<file path="config.mk">
export PLATFORM = sky130hd
export DESIGN_NAME = ads5296_ctrl_top
export DESIGN_NICKNAME = d
export VERILOG_FILES = /design/src/verilog/ads5296_pkg.sv /design/src/verilog/ads5296_ifs.sv /design/src/verilog/ads5296_ctrl_top.sv /design/src/verilog/ads5296_strobe_shaper.sv /design/src/verilog/wb_ads5296_attach.sv /design/src/verilog/ads5296_clk_monitor.sv
export SDC_FILE = /design/constraint.sdc
export NUM_CORES = 1
export LEC_CHECK = 0
export BUFFER_PORTS_ARGS = -buffer_cell sky130_fd_sc_hd__buf_2
export CAP_MARGIN = 20
export CORE_ASPECT_RATIO = 0.5
export CORE_MARGIN = 4
export CORE_UTILIZATION = 40
export CTS_BUF_LIST = sky130_fd_sc_hd__clkbuf_16
export DETAILED_ROUTE_END_ITERATION = 10
export PLACE_DENSITY = 0.7
export RECOVER_POWER = 50
export SLEW_MARGIN = 15
export SYNTH_ARGS = -nofsm -noshare
export SYNTH_HDL_FRONTEND = slang
export SYNTH_SLANG_ARGS = --single-unit
</file>
<file path="constraint.sdc">
create_clock -name wb_clk_i -period 2.4 [get_ports wb_clk_i]
set_clock_uncertainty 0.1 [all_clocks]
set_input_delay 0.24 -clock wb_clk_i [delete_from_list [all_inputs] [get_ports wb_clk_i]]
set_output_delay 0.24 -clock wb_clk_i [all_outputs]
set_load 0.01 [all_outputs]
</file>
<file path="src/verilog/ads5296_pkg.sv">
package ads5296_pkg;

  // status counters, all wrap freely
  typedef logic [31:0] cnt_t;

  // word addresses, taken from adr[6:2]
  localparam logic [4:0] REG_DLY_LOAD_LO = 5'd0;
  localparam logic [4:0] REG_DLY_LOAD_HI = 5'd1;
  localparam logic [4:0] REG_DLY_RST_LO  = 5'd2;
  localparam logic [4:0] REG_DLY_RST_HI  = 5'd3;
  localparam logic [4:0] REG_DLY_VTC_LO  = 5'd4;
  localparam logic [4:0] REG_DLY_VTC_HI  = 5'd5;
  localparam logic [4:0] REG_DLY_VAL     = 5'd6;
  localparam logic [4:0] REG_FCLK_ERR    = 5'd7;   // read only
  localparam logic [4:0] REG_ISERDES_RST = 5'd8;
  localparam logic [4:0] REG_MMCM        = 5'd9;
  localparam logic [4:0] REG_LCLK_CNT    = 5'd10;  // read only
  localparam logic [4:0] REG_FCLK0_CNT   = 5'd11;  // 11..14 read only
  localparam logic [4:0] REG_FCLK3_CNT   = 5'd14;
  localparam logic [4:0] REG_BITSLIP     = 5'd15;
  localparam logic [4:0] REG_SNAPSHOT    = 5'd16;

  localparam int DLY_VAL_W = 9;  // idelay tap value

  // data lanes, 8 per unit
  function automatic int lane_w(input int num_units);
    return 8 * num_units;
  endfunction

  // lanes + frame clocks + the sync_out lane
  function automatic int dly_w(input int num_units, input int num_fclks);
    return lane_w(num_units) + num_fclks + 1;
  endfunction

  function automatic int slip_w(input int num_units);
    return 4 * num_units;  // one per iserdes
  endfunction

endpackage
</file>
<file path="src/verilog/ads5296_ifs.sv">
`timescale 1ns/1ps

// free-running status, monitor -> register file
interface ads5296_stat_if import ads5296_pkg::*; #(
  parameter int NUM_FCLKS = 1
);
  cnt_t lclk_cnt;
  cnt_t fclk_cnt [NUM_FCLKS];
  cnt_t fclk_err_cnt;  // frames with the wrong lclk count
  logic mmcm_locked;   // already synchronized

  modport mon  (output lclk_cnt, fclk_cnt, fclk_err_cnt, mmcm_locked);
  modport regs (input  lclk_cnt, fclk_cnt, fclk_err_cnt, mmcm_locked);
endinterface

// control levels, register file -> shaper
interface ads5296_ctrl_if import ads5296_pkg::*; #(
  parameter int NUM_UNITS = 4,
  parameter int NUM_FCLKS = 1
);
  localparam int DW = dly_w(NUM_UNITS, NUM_FCLKS);
  localparam int SW = slip_w(NUM_UNITS);

  logic [DW-1:0]        delay_load;    // shaped into pulses
  logic [DW-1:0]        delay_rst;
  logic [DW-1:0]        delay_en_vtc;
  logic [DLY_VAL_W-1:0] delay_val;
  logic [SW-1:0]        bitslip;       // shaped into pulses
  logic                 iserdes_rst;
  logic                 mmcm_rst;
  logic                 mmcm_clksel;
  logic                 snapshot_trigger;

  modport regs (output delay_load, delay_rst, delay_en_vtc, delay_val, bitslip,
                       iserdes_rst, mmcm_rst, mmcm_clksel, snapshot_trigger);
  modport shaper (input delay_load, delay_rst, delay_en_vtc, delay_val, bitslip,
                        iserdes_rst, mmcm_rst, mmcm_clksel, snapshot_trigger);
endinterface

</file>
<file path="src/verilog/ads5296_ctrl_top.sv">
`timescale 1ns/1ps

module ads5296_ctrl_top import ads5296_pkg::*; #(
  parameter int NUM_UNITS     = 4,
  parameter int NUM_FCLKS     = 1,
  parameter int IS_MASTER     = 0,
  parameter int LCLK_PER_FCLK = 4
) (
  input  logic                                   wb_clk_i,
  input  logic                                   wb_rst_i,
  input  logic [31:0]                            wb_adr_i,
  input  logic [31:0]                            wb_dat_i,
  input  logic [3:0]                             wb_sel_i,
  input  logic                                   wb_we_i,
  input  logic                                   wb_cyc_i,
  input  logic                                   wb_stb_i,
  output logic [31:0]                            wb_dat_o,
  output logic                                   wb_ack_o,
  output logic                                   wb_err_o,
  input  logic                                   lclk_i,
  input  logic [NUM_FCLKS-1:0]                   fclk_i,
  input  logic                                   mmcm_locked_i,
  output logic [dly_w(NUM_UNITS, NUM_FCLKS)-1:0] delay_load_o,
  output logic [dly_w(NUM_UNITS, NUM_FCLKS)-1:0] delay_rst_o,
  output logic [dly_w(NUM_UNITS, NUM_FCLKS)-1:0] delay_en_vtc_o,
  output logic [DLY_VAL_W-1:0]                   delay_val_o,
  output logic [slip_w(NUM_UNITS)-1:0]           bitslip_o,
  output logic                                   iserdes_rst_o,
  output logic                                   mmcm_rst_o,
  output logic                                   mmcm_clksel_o,
  output logic                                   snapshot_trigger_o
);

  ads5296_stat_if #(.NUM_FCLKS(NUM_FCLKS)) stat_if_i ();
  ads5296_ctrl_if #(.NUM_UNITS(NUM_UNITS), .NUM_FCLKS(NUM_FCLKS)) ctrl_if_i ();

  // line/frame clock sampling and error count
  ads5296_clk_monitor #(
    .NUM_FCLKS(NUM_FCLKS), .LCLK_PER_FCLK(LCLK_PER_FCLK)
  ) clk_monitor_i (
    .wb_clk_i, .wb_rst_i, .lclk_i, .fclk_i, .mmcm_locked_i,
    .stat(stat_if_i.mon)
  );

  wb_ads5296_attach #(
    .NUM_UNITS(NUM_UNITS), .NUM_FCLKS(NUM_FCLKS), .IS_MASTER(IS_MASTER)
  ) attach_i (
    .wb_clk_i, .wb_rst_i, .wb_adr_i, .wb_dat_i, .wb_sel_i, .wb_we_i,
    .wb_cyc_i, .wb_stb_i, .wb_dat_o, .wb_ack_o, .wb_err_o,
    .stat(stat_if_i.regs), .ctrl(ctrl_if_i.regs)
  );

  // levels to pulses toward idelay/iserdes
  ads5296_strobe_shaper #(
    .NUM_UNITS(NUM_UNITS), .NUM_FCLKS(NUM_FCLKS)
  ) shaper_i (
    .wb_clk_i, .wb_rst_i, .ctrl(ctrl_if_i.shaper),
    .delay_load_o, .delay_rst_o, .delay_en_vtc_o, .delay_val_o, .bitslip_o,
    .iserdes_rst_o, .mmcm_rst_o, .mmcm_clksel_o, .snapshot_trigger_o
  );

endmodule

</file>
<file path="src/verilog/ads5296_strobe_shaper.sv">
`timescale 1ns/1ps

module ads5296_strobe_shaper import ads5296_pkg::*; #(
  parameter int NUM_UNITS = 4,
  parameter int NUM_FCLKS = 1
) (
  input  logic                                 wb_clk_i,
  input  logic                                 wb_rst_i,
  ads5296_ctrl_if.shaper                       ctrl,
  output logic [dly_w(NUM_UNITS, NUM_FCLKS)-1:0] delay_load_o,  // pulses
  output logic [dly_w(NUM_UNITS, NUM_FCLKS)-1:0] delay_rst_o,
  output logic [dly_w(NUM_UNITS, NUM_FCLKS)-1:0] delay_en_vtc_o,
  output logic [DLY_VAL_W-1:0]                 delay_val_o,
  output logic [slip_w(NUM_UNITS)-1:0]         bitslip_o,     // pulses
  output logic                                 iserdes_rst_o,
  output logic                                 mmcm_rst_o,
  output logic                                 mmcm_clksel_o,
  output logic                                 snapshot_trigger_o
);

  logic [dly_w(NUM_UNITS, NUM_FCLKS)-1:0] load_prev_q;
  logic [slip_w(NUM_UNITS)-1:0]           slip_prev_q;

  always_ff @(posedge wb_clk_i) begin
    if (wb_rst_i) begin
      load_prev_q        <= '0;
      slip_prev_q        <= '0;
      delay_load_o       <= '0;
      bitslip_o          <= '0;
      delay_rst_o        <= '0;
      delay_en_vtc_o     <= '1;  // matches register reset
      delay_val_o        <= '0;
      iserdes_rst_o      <= 1'b0;
      mmcm_rst_o         <= 1'b0;
      mmcm_clksel_o      <= 1'b0;
      snapshot_trigger_o <= 1'b0;
    end else begin
      load_prev_q  <= ctrl.delay_load;
      slip_prev_q  <= ctrl.bitslip;
      delay_load_o <= ctrl.delay_load & ~load_prev_q;  // rising level only
      bitslip_o    <= ctrl.bitslip & ~slip_prev_q;
      // plain levels, one flop of delay
      delay_rst_o        <= ctrl.delay_rst;
      delay_en_vtc_o     <= ctrl.delay_en_vtc;
      delay_val_o        <= ctrl.delay_val;
      iserdes_rst_o      <= ctrl.iserdes_rst;
      mmcm_rst_o         <= ctrl.mmcm_rst;
      mmcm_clksel_o      <= ctrl.mmcm_clksel;
      snapshot_trigger_o <= ctrl.snapshot_trigger;
    end
  end

endmodule

</file>
<file path="src/verilog/wb_ads5296_attach.sv">
`timescale 1ns/1ps

module wb_ads5296_attach import ads5296_pkg::*; #(
  parameter int NUM_UNITS = 4,  // map holds at most 4
  parameter int NUM_FCLKS = 1,
  parameter int IS_MASTER = 0
) (
  input  logic        wb_clk_i,
  input  logic        wb_rst_i,
  input  logic [31:0] wb_adr_i,
  input  logic [31:0] wb_dat_i,
  input  logic [3:0]  wb_sel_i,   // byte selects ignored, full words only
  input  logic        wb_we_i,
  input  logic        wb_cyc_i,
  input  logic        wb_stb_i,
  output logic [31:0] wb_dat_o,
  output logic        wb_ack_o,
  output logic        wb_err_o,
  ads5296_stat_if.regs stat,
  ads5296_ctrl_if.regs ctrl
);

  localparam int LW = lane_w(NUM_UNITS);
  localparam int DW = dly_w(NUM_UNITS, NUM_FCLKS);
  localparam int SW = slip_w(NUM_UNITS);

  logic [4:0]           adr;
  logic                 accept;
  logic                 ack_q;
  logic [31:0]          rd_data;
  logic [31:0]          dat_q;    // read word, shown only with ack
  logic [DW-1:0]        delay_load_q;
  logic [DW-1:0]        delay_rst_q;
  logic [DW-1:0]        delay_en_vtc_q;
  logic [DLY_VAL_W-1:0] delay_val_q;
  logic [SW-1:0]        bitslip_q;
  logic                 iserdes_rst_q;
  logic                 mmcm_rst_q;
  logic                 mmcm_clksel_q;
  logic                 snapshot_q;

  assign adr    = wb_adr_i[6:2];
  assign accept = wb_stb_i & wb_cyc_i & ~ack_q;  // ack cycle blocks the next one

  // read mux, zero-extended
  always_comb begin
    rd_data = '0;
    case (adr)
      REG_DLY_LOAD_LO: rd_data = 32'(delay_load_q[LW-1:0]);
      REG_DLY_LOAD_HI: rd_data = 32'(delay_load_q[DW-1:LW]);
      REG_DLY_RST_LO:  rd_data = 32'(delay_rst_q[LW-1:0]);
      REG_DLY_RST_HI:  rd_data = 32'(delay_rst_q[DW-1:LW]);
      REG_DLY_VTC_LO:  rd_data = 32'(delay_en_vtc_q[LW-1:0]);
      REG_DLY_VTC_HI:  rd_data = 32'(delay_en_vtc_q[DW-1:LW]);
      REG_DLY_VAL:     rd_data = 32'(delay_val_q);
      REG_FCLK_ERR:    rd_data = stat.fclk_err_cnt;
      REG_ISERDES_RST: rd_data = 32'(iserdes_rst_q);
      REG_MMCM:        rd_data = {7'b0, 1'(IS_MASTER), 7'b0, stat.mmcm_locked,
                                  7'b0, mmcm_clksel_q, 7'b0, mmcm_rst_q};
      REG_LCLK_CNT:    rd_data = stat.lclk_cnt;
      REG_BITSLIP:     rd_data = 32'(bitslip_q);
      REG_SNAPSHOT:    rd_data = 32'(snapshot_q);
      default: ;
    endcase
    // unbuilt frame clocks stay zero
    for (int i = 0; i < NUM_FCLKS; i++) begin
      if (adr == REG_FCLK0_CNT + 5'(i)) rd_data = stat.fclk_cnt[i];
    end
  end

  always_ff @(posedge wb_clk_i) begin
    if (wb_rst_i) begin
      ack_q          <= 1'b0;
      delay_load_q   <= '0;
      delay_rst_q    <= '0;
      delay_en_vtc_q <= '1;  // vt compensation on out of reset
      delay_val_q    <= '0;
      bitslip_q      <= '0;
      iserdes_rst_q  <= 1'b0;
      mmcm_rst_q     <= 1'b0;
      mmcm_clksel_q  <= 1'b0;
      snapshot_q     <= 1'b0;
    end else begin
      ack_q <= accept;  // one cycle, then forced low
      if (accept && wb_we_i) begin
        case (adr)
          REG_DLY_LOAD_LO: delay_load_q[LW-1:0]    <= wb_dat_i[LW-1:0];
          REG_DLY_LOAD_HI: delay_load_q[DW-1:LW]   <= wb_dat_i[DW-LW-1:0];
          REG_DLY_RST_LO:  delay_rst_q[LW-1:0]     <= wb_dat_i[LW-1:0];
          REG_DLY_RST_HI:  delay_rst_q[DW-1:LW]    <= wb_dat_i[DW-LW-1:0];
          REG_DLY_VTC_LO:  delay_en_vtc_q[LW-1:0]  <= wb_dat_i[LW-1:0];
          REG_DLY_VTC_HI:  delay_en_vtc_q[DW-1:LW] <= wb_dat_i[DW-LW-1:0];
          REG_DLY_VAL:     delay_val_q             <= wb_dat_i[DLY_VAL_W-1:0];
          REG_ISERDES_RST: iserdes_rst_q           <= wb_dat_i[0];
          REG_MMCM: begin
            mmcm_rst_q    <= wb_dat_i[0];
            mmcm_clksel_q <= wb_dat_i[8];
          end
          REG_BITSLIP:     bitslip_q               <= wb_dat_i[SW-1:0];
          REG_SNAPSHOT:    snapshot_q              <= wb_dat_i[0];
          default: ;  // status and unmapped, acked and dropped
        endcase
      end
    end
  end

  always_ff @(posedge wb_clk_i) begin
    if (accept && !wb_we_i) dat_q <= rd_data;
  end

  assign wb_ack_o = ack_q;
  assign wb_dat_o = ack_q ? dat_q : 32'b0;
  assign wb_err_o = 1'b0;  // no error responses

  assign ctrl.delay_load       = delay_load_q;
  assign ctrl.delay_rst        = delay_rst_q;
  assign ctrl.delay_en_vtc     = delay_en_vtc_q;
  assign ctrl.delay_val        = delay_val_q;
  assign ctrl.bitslip          = bitslip_q;
  assign ctrl.iserdes_rst      = iserdes_rst_q;
  assign ctrl.mmcm_rst         = mmcm_rst_q;
  assign ctrl.mmcm_clksel      = mmcm_clksel_q;
  assign ctrl.snapshot_trigger = snapshot_q;

endmodule

</file>
<file path="src/verilog/ads5296_clk_monitor.sv">
`timescale 1ns/1ps

module ads5296_clk_monitor import ads5296_pkg::*; #(
  parameter int NUM_FCLKS     = 1,
  parameter int LCLK_PER_FCLK = 4
) (
  input  logic                 wb_clk_i,
  input  logic                 wb_rst_i,
  input  logic                 lclk_i,
  input  logic [NUM_FCLKS-1:0] fclk_i,
  input  logic                 mmcm_locked_i,
  ads5296_stat_if.mon          stat
);

  // lclk sits in the top bit, frame clocks below it
  localparam int NCLK = NUM_FCLKS + 1;
  localparam int LBIT = NUM_FCLKS;

  logic [NCLK-1:0] sync1_q;
  logic [NCLK-1:0] sync2_q;
  logic [NCLK-1:0] edge_q;   // last synced level
  logic [NCLK-1:0] rise;
  logic [1:0]      locked_q;
  cnt_t            lclk_in_frame_q;  // lclk edges since last fclk0 edge
  logic            frame_seen_q;     // first fclk0 edge only opens a frame

  assign rise             = sync2_q & ~edge_q;
  assign stat.mmcm_locked = locked_q[1];

  // two sync flops plus edge detect, so a count lands on the 3rd edge
  always_ff @(posedge wb_clk_i) begin
    if (wb_rst_i) begin
      sync1_q  <= '0;
      sync2_q  <= '0;
      edge_q   <= '0;
      locked_q <= '0;
    end else begin
      sync1_q  <= {lclk_i, fclk_i};
      sync2_q  <= sync1_q;
      edge_q   <= sync2_q;
      locked_q <= {locked_q[0], mmcm_locked_i};
    end
  end

  always_ff @(posedge wb_clk_i) begin
    if (wb_rst_i) begin
      stat.lclk_cnt     <= '0;
      stat.fclk_err_cnt <= '0;
      for (int i = 0; i < NUM_FCLKS; i++) stat.fclk_cnt[i] <= '0;
      lclk_in_frame_q   <= '0;
      frame_seen_q      <= 1'b0;
    end else begin
      if (rise[LBIT]) stat.lclk_cnt <= stat.lclk_cnt + 1'b1;
      for (int i = 0; i < NUM_FCLKS; i++) begin
        if (rise[i]) stat.fclk_cnt[i] <= stat.fclk_cnt[i] + 1'b1;
      end
      if (rise[0]) begin
        frame_seen_q <= 1'b1;
        if (frame_seen_q && lclk_in_frame_q != cnt_t'(LCLK_PER_FCLK))
          stat.fclk_err_cnt <= stat.fclk_err_cnt + 1'b1;  // misaligned frame
        // an lclk edge in the same cycle belongs to the new frame
        lclk_in_frame_q <= cnt_t'(rise[LBIT]);
      end else if (rise[LBIT]) begin
        lclk_in_frame_q <= lclk_in_frame_q + 1'b1;
      end
    end
  end

endmodule

</file>
After elaboration in Yosys (flattened, before gate mapping)
Cells that the tools add are included.

Add/sub/neg operators: 4. Equality and inequality tests: 14. Mux-type cells: 5. Bitwise gates (word level): 9. Reduce and logical (&&, ||, !) cells: 19.

Operators by type and width (count): 32-bit one-hot mux with 13 select lines (1); 32-bit by 1-bit adder with 32-bit output, second input constant (4); 32-bit two-way mux (2); 34-bit bitwise AND (1); 34-bit NOT (1); 32-bit by 3-bit inequality test with 1-bit output, second input constant (1); 5-bit by 4-bit equality test with 1-bit output, second input constant (5); 2-bit AND reduction (12); 5-bit by 3-bit equality test with 1-bit output, second input constant (4); 16-bit bitwise AND (1); 16-bit NOT (1); 5-bit by 2-bit equality test with 1-bit output, second input constant (2); 5-bit by 1-bit equality test with 1-bit output, second input constant (1); 5-bit equality test, second input constant (1); 5-bit logical NOT (1); 1-bit logical AND (3); 1-bit bitwise AND (2); 2-bit bitwise AND (1); 1-bit two-way mux (2); 2-bit NOT (1); 2-bit nonzero test (1); 2-bit OR reduction (1); 1-bit logical NOT (1); 1-bit NOT (1).

Flip-flop bits (word level): 482. Bits of input ports: 76. Output and inout port bits: 165. Logic and storage cells: 86.

Longest topological paths before layout
Gate-level depths: netlist (run 1).

Word-level depth: 4. Mapped depth: 8. Mapped depth without buffers: 7.

Modules after synthesis
Synthesis (run 1) repeated with hierarchy kept, for this count alone.

Cell total of the unflattened synthesis: 1962. Area, all modules: 18710.4 µm².

By module, submodules not included: wb_ads5296_attach (instances 1, cells each 857, area an instance 7452.1 µm², seq. area each 3603.5 µm²); ads5296_clk_monitor (instances 1, cells each 723, area an instance 6243.5 µm², seq. area each 2742.6 µm²); ads5296_strobe_shaper (instances 1, cells each 382, area an instance 5014.8 µm², seq. area each 3623.5 µm²).

Worst setup path before layout (run 1)
OpenSTA, ideal clock, no wires.

Path kind: register to register. From: register attach_i.ack_q (netlist: attach_i.wb_ack_o). To: register attach_i.dat_q[0] (enable). Setup time: 0.421 ns. Arrival time: 1.916 ns. Data required time: 1.879 ns. Setup slack: -0.037 ns. Stages on the path, launching flop included: 3. Buffers on the path: 0. Clock period less this slack: 2.437 ns. Path through: dfxtp_1 -> nand3b_1 -> nor2_1.

Word-level cells in the longest chain between the ends: 3.

RTL lines: from (decl) (line wb_ads5296_attach.sv:29) `logic ack_q;`; from (signal assigned) (line wb_ads5296_attach.sv:84) `ack_q <= accept;`; 1-bit NOT (line wb_ads5296_attach.sv:43) `assign accept = wb_stb_i & wb_cyc_i & ~ack_q;`; 1-bit bitwise AND (line wb_ads5296_attach.sv:43); 1-bit logical AND (line wb_ads5296_attach.sv:108) `if (accept && !wb_we_i) dat_q <= rd_data;`; to (signal assigned) (line wb_ads5296_attach.sv:108); to (decl) (line wb_ads5296_attach.sv:31) `logic [31:0] dat_q;`.

Every way passes these cells. A chain may end at the register's enable or synchronous reset.

Final worst setup path (run 1)
From: register clk_monitor_i.stat.fclk_err_cnt[5]. To: register clk_monitor_i.stat.fclk_err_cnt[20].

Word-level cells in the longest chain between the ends: 1.

RTL lines: from (decl) (line ads5296_ifs.sv:12) `modport mon (output lclk_cnt, fclk_cnt, fclk_err_cnt, mmcm_locked);`; from (signal assigned) (line ads5296_clk_monitor.sv:60) `stat.fclk_err_cnt <= stat.fclk_err_cnt + 1'b1;`; 32-bit by 1-bit adder with 32-bit output (line ads5296_clk_monitor.sv:60).

Every way passes these cells.

==> impl_metrics.json, run 1 <==
{
  "crit_cells": 6,
  "final_max_slew_viol_count": 0,
  "hold_depth": 4,
  "clock_latency_ps": 560,
  "ys_seq_elements": 482,
  "cts_max_level": 2,
  "async_reset_ff_share_pct": 0,
  "drive_gt1_share_pct": 12.22,
  "grtUsageMet2_pct": 34.33,
  "totalWireLength_um": 49720,
  "avgViaCountPerCell": 5.247,
  "synth.top_cell.area_share_pct": 49.40,
  "yosysSeqAreaShare_pct": 54.67,
  "synthesis.nets": 2016,
  "busiest_layer": "met2",
  "drt_iter0_drc": 1386,
  "io_buffers": 208,
  "crit_chain": "nand4_1 -> nor2_2 -> o2111ai_1 -> buf_4 -> or4_1 -> a21oi_1",
  "grt_start_max_net_pins": 68,
  "slew_headroom_pct": 18.18,
  "cp.arrival_ps": 2630,
  "cap_violations": 0,
  "tightest_slew_ps": 1227,
  "synth-edff-count": 32,
  "firstDrtPassIters": 8,
  "yosys_warnings": 0,
  "drc_errors": 0,
  "yosys.cell_count.top_type": "dfxtp_1",
  "crit_buf_inv": 1,
  "vias": 14633,
  "crit_fanout": 11,
  "hold_class": "in -> reg",
  "synthTopCellsByArea": "dfxtp_1 49%, nand2_1 5.9%, nor2b_1 5.7%",
  "synth_top_cell_by_area": "dfxtp_1",
  "synthCells": 1935,
  "fin_nets": 2247,
  "start_util_pct": 41.14,
  "syn_area_per_cell_um2": 9.424,
  "clk_path_buf_depth": 3,
  "cp-end-kind": "flip-flop",
  "gr-usage-met1_pct": 24.31,
  "grt_usage_pct": 19.44,
  "cts_tree": "yes",
  "grt_pass1_wl_um": 77340,
  "dieArea_mm2": 0.04927,
  "fin_crit_ps": 2240,
  "cp_top_family": "simple AND/OR/NAND/NOR gates",
  "max_freq_mhz": 446.4,
  "ir_worst_vdd_mv": 0.4196,
  "rsz0062_at_grt": "no",
  "place_ws_ps": 158.2,
  "coreArea_mm2": 0.04432,
  "hpwl_um": 34950,
  "synth_area_mm2": 0.01823,
  "slowest_stage": "dfxtp_1",
  "status": "finished clean",
  "cts_root_buf": "clkbuf_16",
  "ff2ff_path_depth": 6,
  "die_w_um": 310.0,
  "crit_type": "reg -> reg",
  "path_clk_slew_ps": 70,
  "gp_congestion": 0.8537,
  "fin_tns_setup_ps": 0,
  "cts.sinks": 482,
  "finalHoldViolCount": 0,
  "setup_viol": 0,
  "use_met3_pct": 2.964,
  "rows": 54,
  "power_w": 0.01544,
  "synth_common_cells": "450 x dfxtp_1, 286 x nand2_1, 167 x nor2b_1",
  "whs_ps": 57.02,
  "syn2layout_area_growth_pct": 19.04,
  "ys_types": 57,
  "antenna_cells": 0,
  "leakage_nw": 7.826,
  "numCtsBuffers": 43,
  "worst_slack_ps": 160.0,
  "grt_pass1_vias": 14034,
  "crit_path_start_kind": "flip-flop",
  "antenna_found_initial": 0,
  "synth_ff_type": "dfxtp_1",
  "ios": 241,
  "slowest_delay_ps": 480,
  "dieHeight_um": 159.0,
  "ant_nets": 0,
  "cp.required_ps": 2790,
  "power.density_mw_per_mm2": 711.3,
  "grt_remaining_overflow": 0,
  "wl_per_cell_um": 17.83,
  "postCtsSetupRepairBufs": 0,
  "finalCritPeriodShare_pct": 93.33
}
## registers in the layout, indices dropped and copies added, names as in the netlist, 9 cells and up
signal and cells:
shaper_i.slip_prev_q 16, shaper_i.delay_val_o 9, clk_monitor_i.stat.lclk_cnt 32, attach_i.dat_q 32, shaper_i.delay_load_o 34, attach_i.ctrl.bitslip 16, shaper_i.load_prev_q 34, shaper_i.delay_rst_o 34
clk_monitor_i.stat.fclk_cnt 32, clk_monitor_i.stat.fclk_err_cnt 32, attach_i.ctrl.delay_load 34, attach_i.ctrl.delay_rst 34, shaper_i.delay_en_vtc_o 34, shaper_i.bitslip_o 16, attach_i.ctrl.delay_en_vtc 34, clk_monitor_i.lclk_in_frame_q 32
attach_i.ctrl.delay_val 9
## metrics by stage
step | cells | area, um^2 | utilization, %
6_report | 2789 | 21710 | 48.98
5_1_grt | 2789 | 21710 | 48.98
4_1_cts | 2789 | 21930 | 49.47
3_5_place_dp | 2668 | 20110 | 45.38
3_3_place_gp | 2668 | 20110 | 45.38
2_1_floorplan | 1935 | 18240 | -
## report_power, final
group          internal, W  switching (W)  leakage (nW)
Clock              0.00372        0.00315         0.706
Combinational     0.000158       0.000278          3.20
Sequential         0.00811      0.0000200          3.92
Total               0.0120        0.00345          7.83
## logic make-up after synthesis
kind of cell / count (synthesis) / synth area share, %
and+or+nand+nor: 930 / 27.02
DFF: 482 / 54.67
xor gates and xnor gates: 98 / 4.707
AOI/OAI and AO/OA: 268 / 9.400
other: 1 / 0.02056
adders and majority gates: 5 / 0.3431
muxes: 13 / 0.7273
buffers and inverters: 138 / 3.108
## area by class of cell
class	instances	area (um^2)
Tap cell	588	735.7
Multi-Input combinational cell	1315	7727
Clock inverter	36	302.8
Inverter	17	63.81
Clock buffer	44	1101
Fill cell	4156	22620
Sequential cell	482	9970
Timing Repair Buffer	307	1807
## cell usage in the layout, fill, tap and decap left out, types with 13 or more instances in the layout
| master | netlist | routed |
|---|---|---|
| a21oi_1 | 116 | 116 |
| a22oi_1 | 90 | 90 |
| and2_1 | 41 | 40 |
| and3_1 | 16 | 16 |
| buf_2 | 17 | 75 |
| buf_4 | 1 | 42 |
| clkbuf_1 | 96 | 136 |
| clkbuf_16 | 0 | 44 |
| clkinv_2 | 0 | 13 |
| dfxtp_1 | 450 | 450 |
| dlygate4sd3_1 | 0 | 41 |
| edfxtp_1 | 32 | 32 |
| inv_1 | 17 | 20 |
| nand2_1 | 286 | 286 |
| nand3_1 | 60 | 60 |
| nand3b_1 | 35 | 35 |
| nand4_1 | 54 | 54 |
| nor2_1 | 124 | 123 |
| nor2b_1 | 167 | 167 |
| nor3_1 | 15 | 15 |
| nor4_1 | 25 | 23 |
| o21ai_0 | 21 | 21 |
| or2_2 | 36 | 36 |
| or3_1 | 20 | 20 |
| xnor2_1 | 52 | 52 |
| xor2_1 | 46 | 46 |
## routing by layer
metal | up-vias | wire, um
met5 | - | 0
met4 | 0 | 1475
met3 | 84 | 2666
met2 | 433 | 24950
met1 | 7021 | 20630
li1 | 7095 | -
## tightest hold or removal path: stages
cell and delay, ps:
buf_2 180, nor2b_1 100, nand4_1 90, a21oi_1 60
## path summary, 6_finish.rpt
path / startpoint / to / slack [ps]
max reg2reg: clk_monitor_i.stat.fclk_err_cnt[5] / clk_monitor_i.stat.fclk_err_cnt[20] / 160
max: clk_monitor_i.stat.fclk_err_cnt[5] / clk_monitor_i.stat.fclk_err_cnt[20] / 160
min: wb_adr_i[4] / attach_i.ctrl.snapshot_trigger / 60
min reg2reg: shaper_i.load_prev_q[1] / shaper_i.delay_load_o[1] / 280
## what timing repair did
| item | in CTS | in global routing |
|---|---|---|
| resized for setup | 0 | 3 |
| hold buffers | 41 | 0 |
| hold endpoints to repair | 170 | 0 |
| endpoints found under the setup margin | 0 | 4 |
Note: power is estimated with default switching activity, not from simulation.
==> run 2, diff against run 1 <==
Settings changed: PLACE_DENSITY 0.7 to unset.
==> impl_metrics.json, run 2 (synthesis gave the netlist of run 1 again) <==
{
  "final_cell_mix": "450 x dfxtp_1, 286 x nand2_1, 167 x nor2b_1, 135 x clkbuf_1, 122 x nor2_1",
  "hpwl_um": 35750,
  "fin_nets": 2258,
  "rsz0062_at_grt": "no",
  "nFillCells": 4251,
  "cap_violations": 0,
  "fin_tns_setup_ps": 0,
  "gp_congestion": 0.8804,
  "clock_latency_ps": 560,
  "cp_top_family": "simple AND/OR/NAND/NOR gates",
  "seqPwrFrac_pct": 52.2,
  "ios": 241,
  "finalHoldViolCount": 0,
  "whs_ps": 49.62,
  "drc_errors": 0,
  "antenna_found_initial": 0,
  "antenna_cells": 0,
  "p_int_w": 0.01218,
  "gr-usage-met1_pct": 26.04,
  "slew_headroom_pct": 30.29,
  "cp.required_ps": 2700,
  "avgViaCountPerCell": 5.155,
  "io_buffers": 208,
  "use_met3_pct": 3.071,
  "syn2layout_area_growth_pct": 19.53,
  "comb_power_share_pct": 2.9,
  "final_max_slew_viol_count": 0,
  "dpl_cell_area_mm2": 0.02019,
  "crit_type": "in -> reg",
  "firstDrtPassIters": 6,
  "cp.arrival_ps": 2590,
  "path_clk_slew_ps": 70,
  "final_common_cell": "dfxtp_1",
  "drive_gt1_share_pct": 12.12,
  "cts_root_buf": "clkbuf_16",
  "dieHeight_um": 159.0,
  "fin_crit_ps": 2288,
  "rows": 54,
  "cp-end-kind": "flip-flop",
  "crit_buf_inv": 3,
  "grtUsageMet2_pct": 34.05,
  "grt_usage_pct": 19.91,
  "cts.sinks": 482,
  "totalWireLength_um": 50430,
  "die_w_um": 310.0,
  "drt_iter0_drc": 1141,
  "clkPwrFrac_pct": 44.9,
  "fin_area_mm2": 0.02180,
  "ir_worst_vdd_mv": 0.4248,
  "slowest_delay_ps": 600,
  "grt_start_max_net_pins": 101,
  "leakage_nw": 7.912,
  "finalCoreUtilization_pct": 49.18,
  "vias": 14433,
  "cts_tree": "yes",
  "setup_viol": 0,
  "power.density_mw_per_mm2": 714.4,
  "wl_per_cell_um": 18.01,
  "cts_max_level": 2,
  "dieArea_mm2": 0.04927,
  "hold_class": "in -> reg",
  "numCtsBuffers": 43,
  "finalCritPeriodShare_pct": 95.31,
  "coreArea_mm2": 0.04432,
  "max_freq_mhz": 437.2,
  "clk_path_buf_depth": 3,
  "ant_nets": 0,
  "grt_pass1_vias": 13932,
  "power_switching_w": 0.003393,
  "grt_remaining_overflow": 0,
  "busiest_layer": "met2",
  "crit_fanout": 22,
  "post_cts_resized": 0,
  "power_w": 0.01557,
  "slowest_stage": "and2_1",
  "status": "finished clean",
  "crit_top_cell": "nand2_1",
  "crit_path_start_kind": "primary input",
  "grt_pass1_wl_um": 78640,
  "crit_chain": "dlygate4sd3_1 -> buf_2 -> nor3_1 -> and2_1 -> nand2_1 -> buf_4 -> nand2_1 -> a21oi_1",
  "p_sw_share_pct": 21.79,
  "start_util_pct": 41.14,
  "tightest_slew_ps": 1046
}
[run 2: changes by cell type in the layout (fill, tap and decap cells not counted), moves of 3 or more]
cell        previous run  this run
clkinv_4               3         0
buf_4                 42        55
clkinv_1               6        12
clkinv_2              13         4
clkinvlp_4             3         0
inv_1                 20        27
[run 2: power groups by stage]
stage | logic [W] | registers (W) | clock network, W
6_report | 0.000447 | 0.00813 | 0.00699
5_1_grt | 0.000485 | 0.00813 | 0.00750
4_1_cts | 0.000462 | 0.00813 | 0.00715
3_5_place_dp | 0.000404 | 0.00831 | 0
3_3_place_gp | 0.000404 | 0.00831 | 0
2_1_floorplan | 0.000217 | 0.00831 | 0
[run 2: metrics by stage]
stage	std cells	setup WS, ps
2_1_floorplan	1935	428.7
3_3_place_gp	2680	160.2
3_5_place_dp	2680	101.1
4_1_cts	2800	185.7
5_1_grt	2800	32.39
6_report	2800	112.5
[run 2: final cells by class]
| cell class | count | area [um^2] | share of cell area (%) |
|---|---|---|---|
| flip-flops and latches | 482 | 9970 | 45.74 |
| multi-input cells | 1315 | 7720 | 35.42 |
| repair buffers | 318 | 1893 | 8.685 |
| clock buffers | 46 | 1151 | 5.281 |
| well taps | 588 | 735.7 | 3.375 |
| clock inverters | 34 | 262.8 | 1.206 |
| inverters | 17 | 63.81 | 0.2928 |
[run 2: worst paths after layout]
kind	startpoint	to	slack [ps]	depth (start not counted)
max	wb_adr_i[3]	attach_i.ctrl.delay_load[12]	110	8
min	wb_adr_i[4]	attach_i.ctrl.snapshot_trigger	50	4
max reg2reg	clk_monitor_i.stat.lclk_cnt[6]	clk_monitor_i.stat.lclk_cnt[28]	190	5
min reg2reg	shaper_i.slip_prev_q[0]	shaper_i.bitslip_o[0]	280	1
[run 2: what timing repair did]
| item | CTS | global route |
|---|---|---|
| setup endpoints to repair | 0 | 0 |
| setup buffers | 0 | 0 |
| hold buffers | 40 | 0 |
| endpoints found under the hold margin | 142 | 0 |
[run 2: routing by layer]
metal	part of all wire [%]	wire length (um)
met1	44	22170
met2	49	24770
met3	4.3	2184
met4	2.6	1311
met5	0	0
[run 2: tightest hold or removal path, delay by kind of cell]
family,cells,cell delay (ps)
AOI/OAI and AO/OA,1,60
buffers and inverters,1,170
and+or+nand+nor,2,200
==> run 3, diff against run 2 <==
Settings changed: RECOVER_POWER 50 to 100.
Clock period 2.4 ns to 2 ns, I/O delays scaled along.
==> impl_metrics.json, run 3 (synthesis gave the netlist of run 1 again) <==
{
  "slew_headroom_pct": 57.62,
  "ios": 241,
  "fin_nets": 2348,
  "fin_crit_ps": 2012,
  "grt_pass1_vias": 14171,
  "tightest_slew_ps": 635.8,
  "cap_violations": 0,
  "dpl_cell_area_mm2": 0.02090,
  "clk_path_buf_depth": 3,
  "dieArea_mm2": 0.04927,
  "rows": 54,
  "start_util_pct": 41.14,
  "antenna_found_initial": 0,
  "wl_per_cell_um": 18.12,
  "rsz0062_at_grt": "yes",
  "grt_start_max_net_pins": 71,
  "numCtsBuffers": 42,
  "crit_path_start_kind": "primary input",
  "seqPwrFrac_pct": 53.8,
  "drt_iter0_drc": 1216,
  "hpwl_um": 37000,
  "ant_nets": 0,
  "io_buffers": 208,
  "totalWireLength_um": 52270,
  "grt_remaining_overflow": 0,
  "cts_root_buf": "clkbuf_16",
  "comb_power_share_pct": 3.3,
  "finalHoldViolCount": 0,
  "syn2layout_area_growth_pct": 23.84,
  "ir_worst_vdd_mv": 0.6632,
  "clock_latency_ps": 560,
  "die_w_um": 310.0,
  "coreArea_mm2": 0.04432,
  "cp-end-kind": "flip-flop",
  "clkPwrFrac_pct": 42.9,
  "final_max_slew_viol_count": 0,
  "cts_max_level": 2,
  "p_sw_share_pct": 21.95,
  "finalCritPeriodShare_pct": 100.6,
  "setup_viol": 1,
  "avgViaCountPerCell": 5.150,
  "vias": 14853,
  "worst_slack_ps": -11.76,
  "path_clk_slew_ps": 60,
  "fin_tns_setup_ps": -11.76,
  "cp.arrival_ps": 2290,
  "drc_errors": 0,
  "finalCoreUtilization_pct": 50.95,
  "dieHeight_um": 159.0,
  "grt_pass1_wl_um": 80620,
  "final_cell_mix": "439 x dfxtp_1, 286 x nand2_1, 166 x nor2b_1, 137 x clkbuf_1, 130 x buf_4",
  "gp_congestion": 0.8745,
  "leakage_nw": 8.370,
  "hold_class": "in -> reg",
  "fin_area_mm2": 0.02258,
  "power.density_mw_per_mm2": 802.1,
  "max_freq_mhz": 497.1,
  "cts_tree": "yes",
  "final_common_cell": "dfxtp_1",
  "status": "finished, violations left",
  "drive_gt1_share_pct": 16.69,
  "crit_type": "in -> reg",
  "cp.required_ps": 2280,
  "crit_fanout": 32,
  "p_int_w": 0.01414,
  "violations": "negative setup slack",
  "power_switching_w": 0.003976,
  "cts.sinks": 482,
  "firstDrtPassIters": 6,
  "grt_usage_pct": 20.39
}
## run 3: repair_timing
action / CTS / global route
pin swaps: 2 / 15
setup endpoints to repair: 10 / 62
hold buffers: 39 / 0
buffers inserted: 4 / 4
gates resized for setup: 4 / 44
hold endpoints to repair: 154 / 0
cloned: 0 / 1
## run 3: critical path: stages
cell and delay, ps:
dlygate4sd3_1 540, clkbuf_1 150, or3b_1 440, buf_4 170
nor3b_2 240, buf_12 240, a22oi_1 110, nand3_1 170
## run 3: cell type report
class	count	area, um^2
repair buffers	409	2680
clock buffers	45	1126
flip-flops and latches	482	9988
diodes	1	2.502
well taps	588	735.7
multi-input cells	1315	7843
fillers	4254	21740
inverters	17	63.81
clock inverters	27	143.9
## run 3: worst paths after layout
kind | slack (ps) | depth (start not counted) | endpoint | startpoint
setup reg to reg | 20 | 6 | clk_monitor_i.stat.fclk_cnt[30] | clk_monitor_i.sync2_q[0]
setup / recovery | -10 | 8 | attach_i.dat_q[30] | wb_adr_i[3]
hold / removal | 40 | 5 | attach_i.ctrl.snapshot_trigger | wb_adr_i[2]
hold reg to reg | 280 | 1 | shaper_i.bitslip_o[8] | shaper_i.slip_prev_q[8]
## run 3: metal layers
metal,routed length [um],up-vias,GRT usage (%)
met5,0,-,0
met4,1334,0,5.921
met3,2476,76,3.137
met2,25380,334,34.67
met1,23080,7165,26.92
li1,-,7278,-
## run 3: per-stage QoR
step | hold slack (ps) | total power, W | setup WS [ps] | std cells
2_1_floorplan | 217.9 | 0.01023 | 28.74 | 1935
3_3_place_gp | 271.3 | 0.01050 | -89.25 | 2763
3_5_place_dp | 272.9 | 0.01050 | -88.87 | 2763
4_1_cts | 37.65 | 0.01831 | 6.095 | 2878
5_1_grt | 94.98 | 0.01874 | -73.03 | 2883
6_report | 44.58 | 0.01811 | -11.76 | 2884
## run 3: power groups by stage
stage          Clock, W  Combinational [W]  Sequential, W
4_1_cts         0.00796           0.000597        0.00975
5_1_grt         0.00835           0.000639        0.00975
2_1_floorplan         0           0.000261        0.00997
3_5_place_dp          0           0.000530        0.00997
3_3_place_gp          0           0.000529        0.00997
6_report        0.00777           0.000592        0.00975
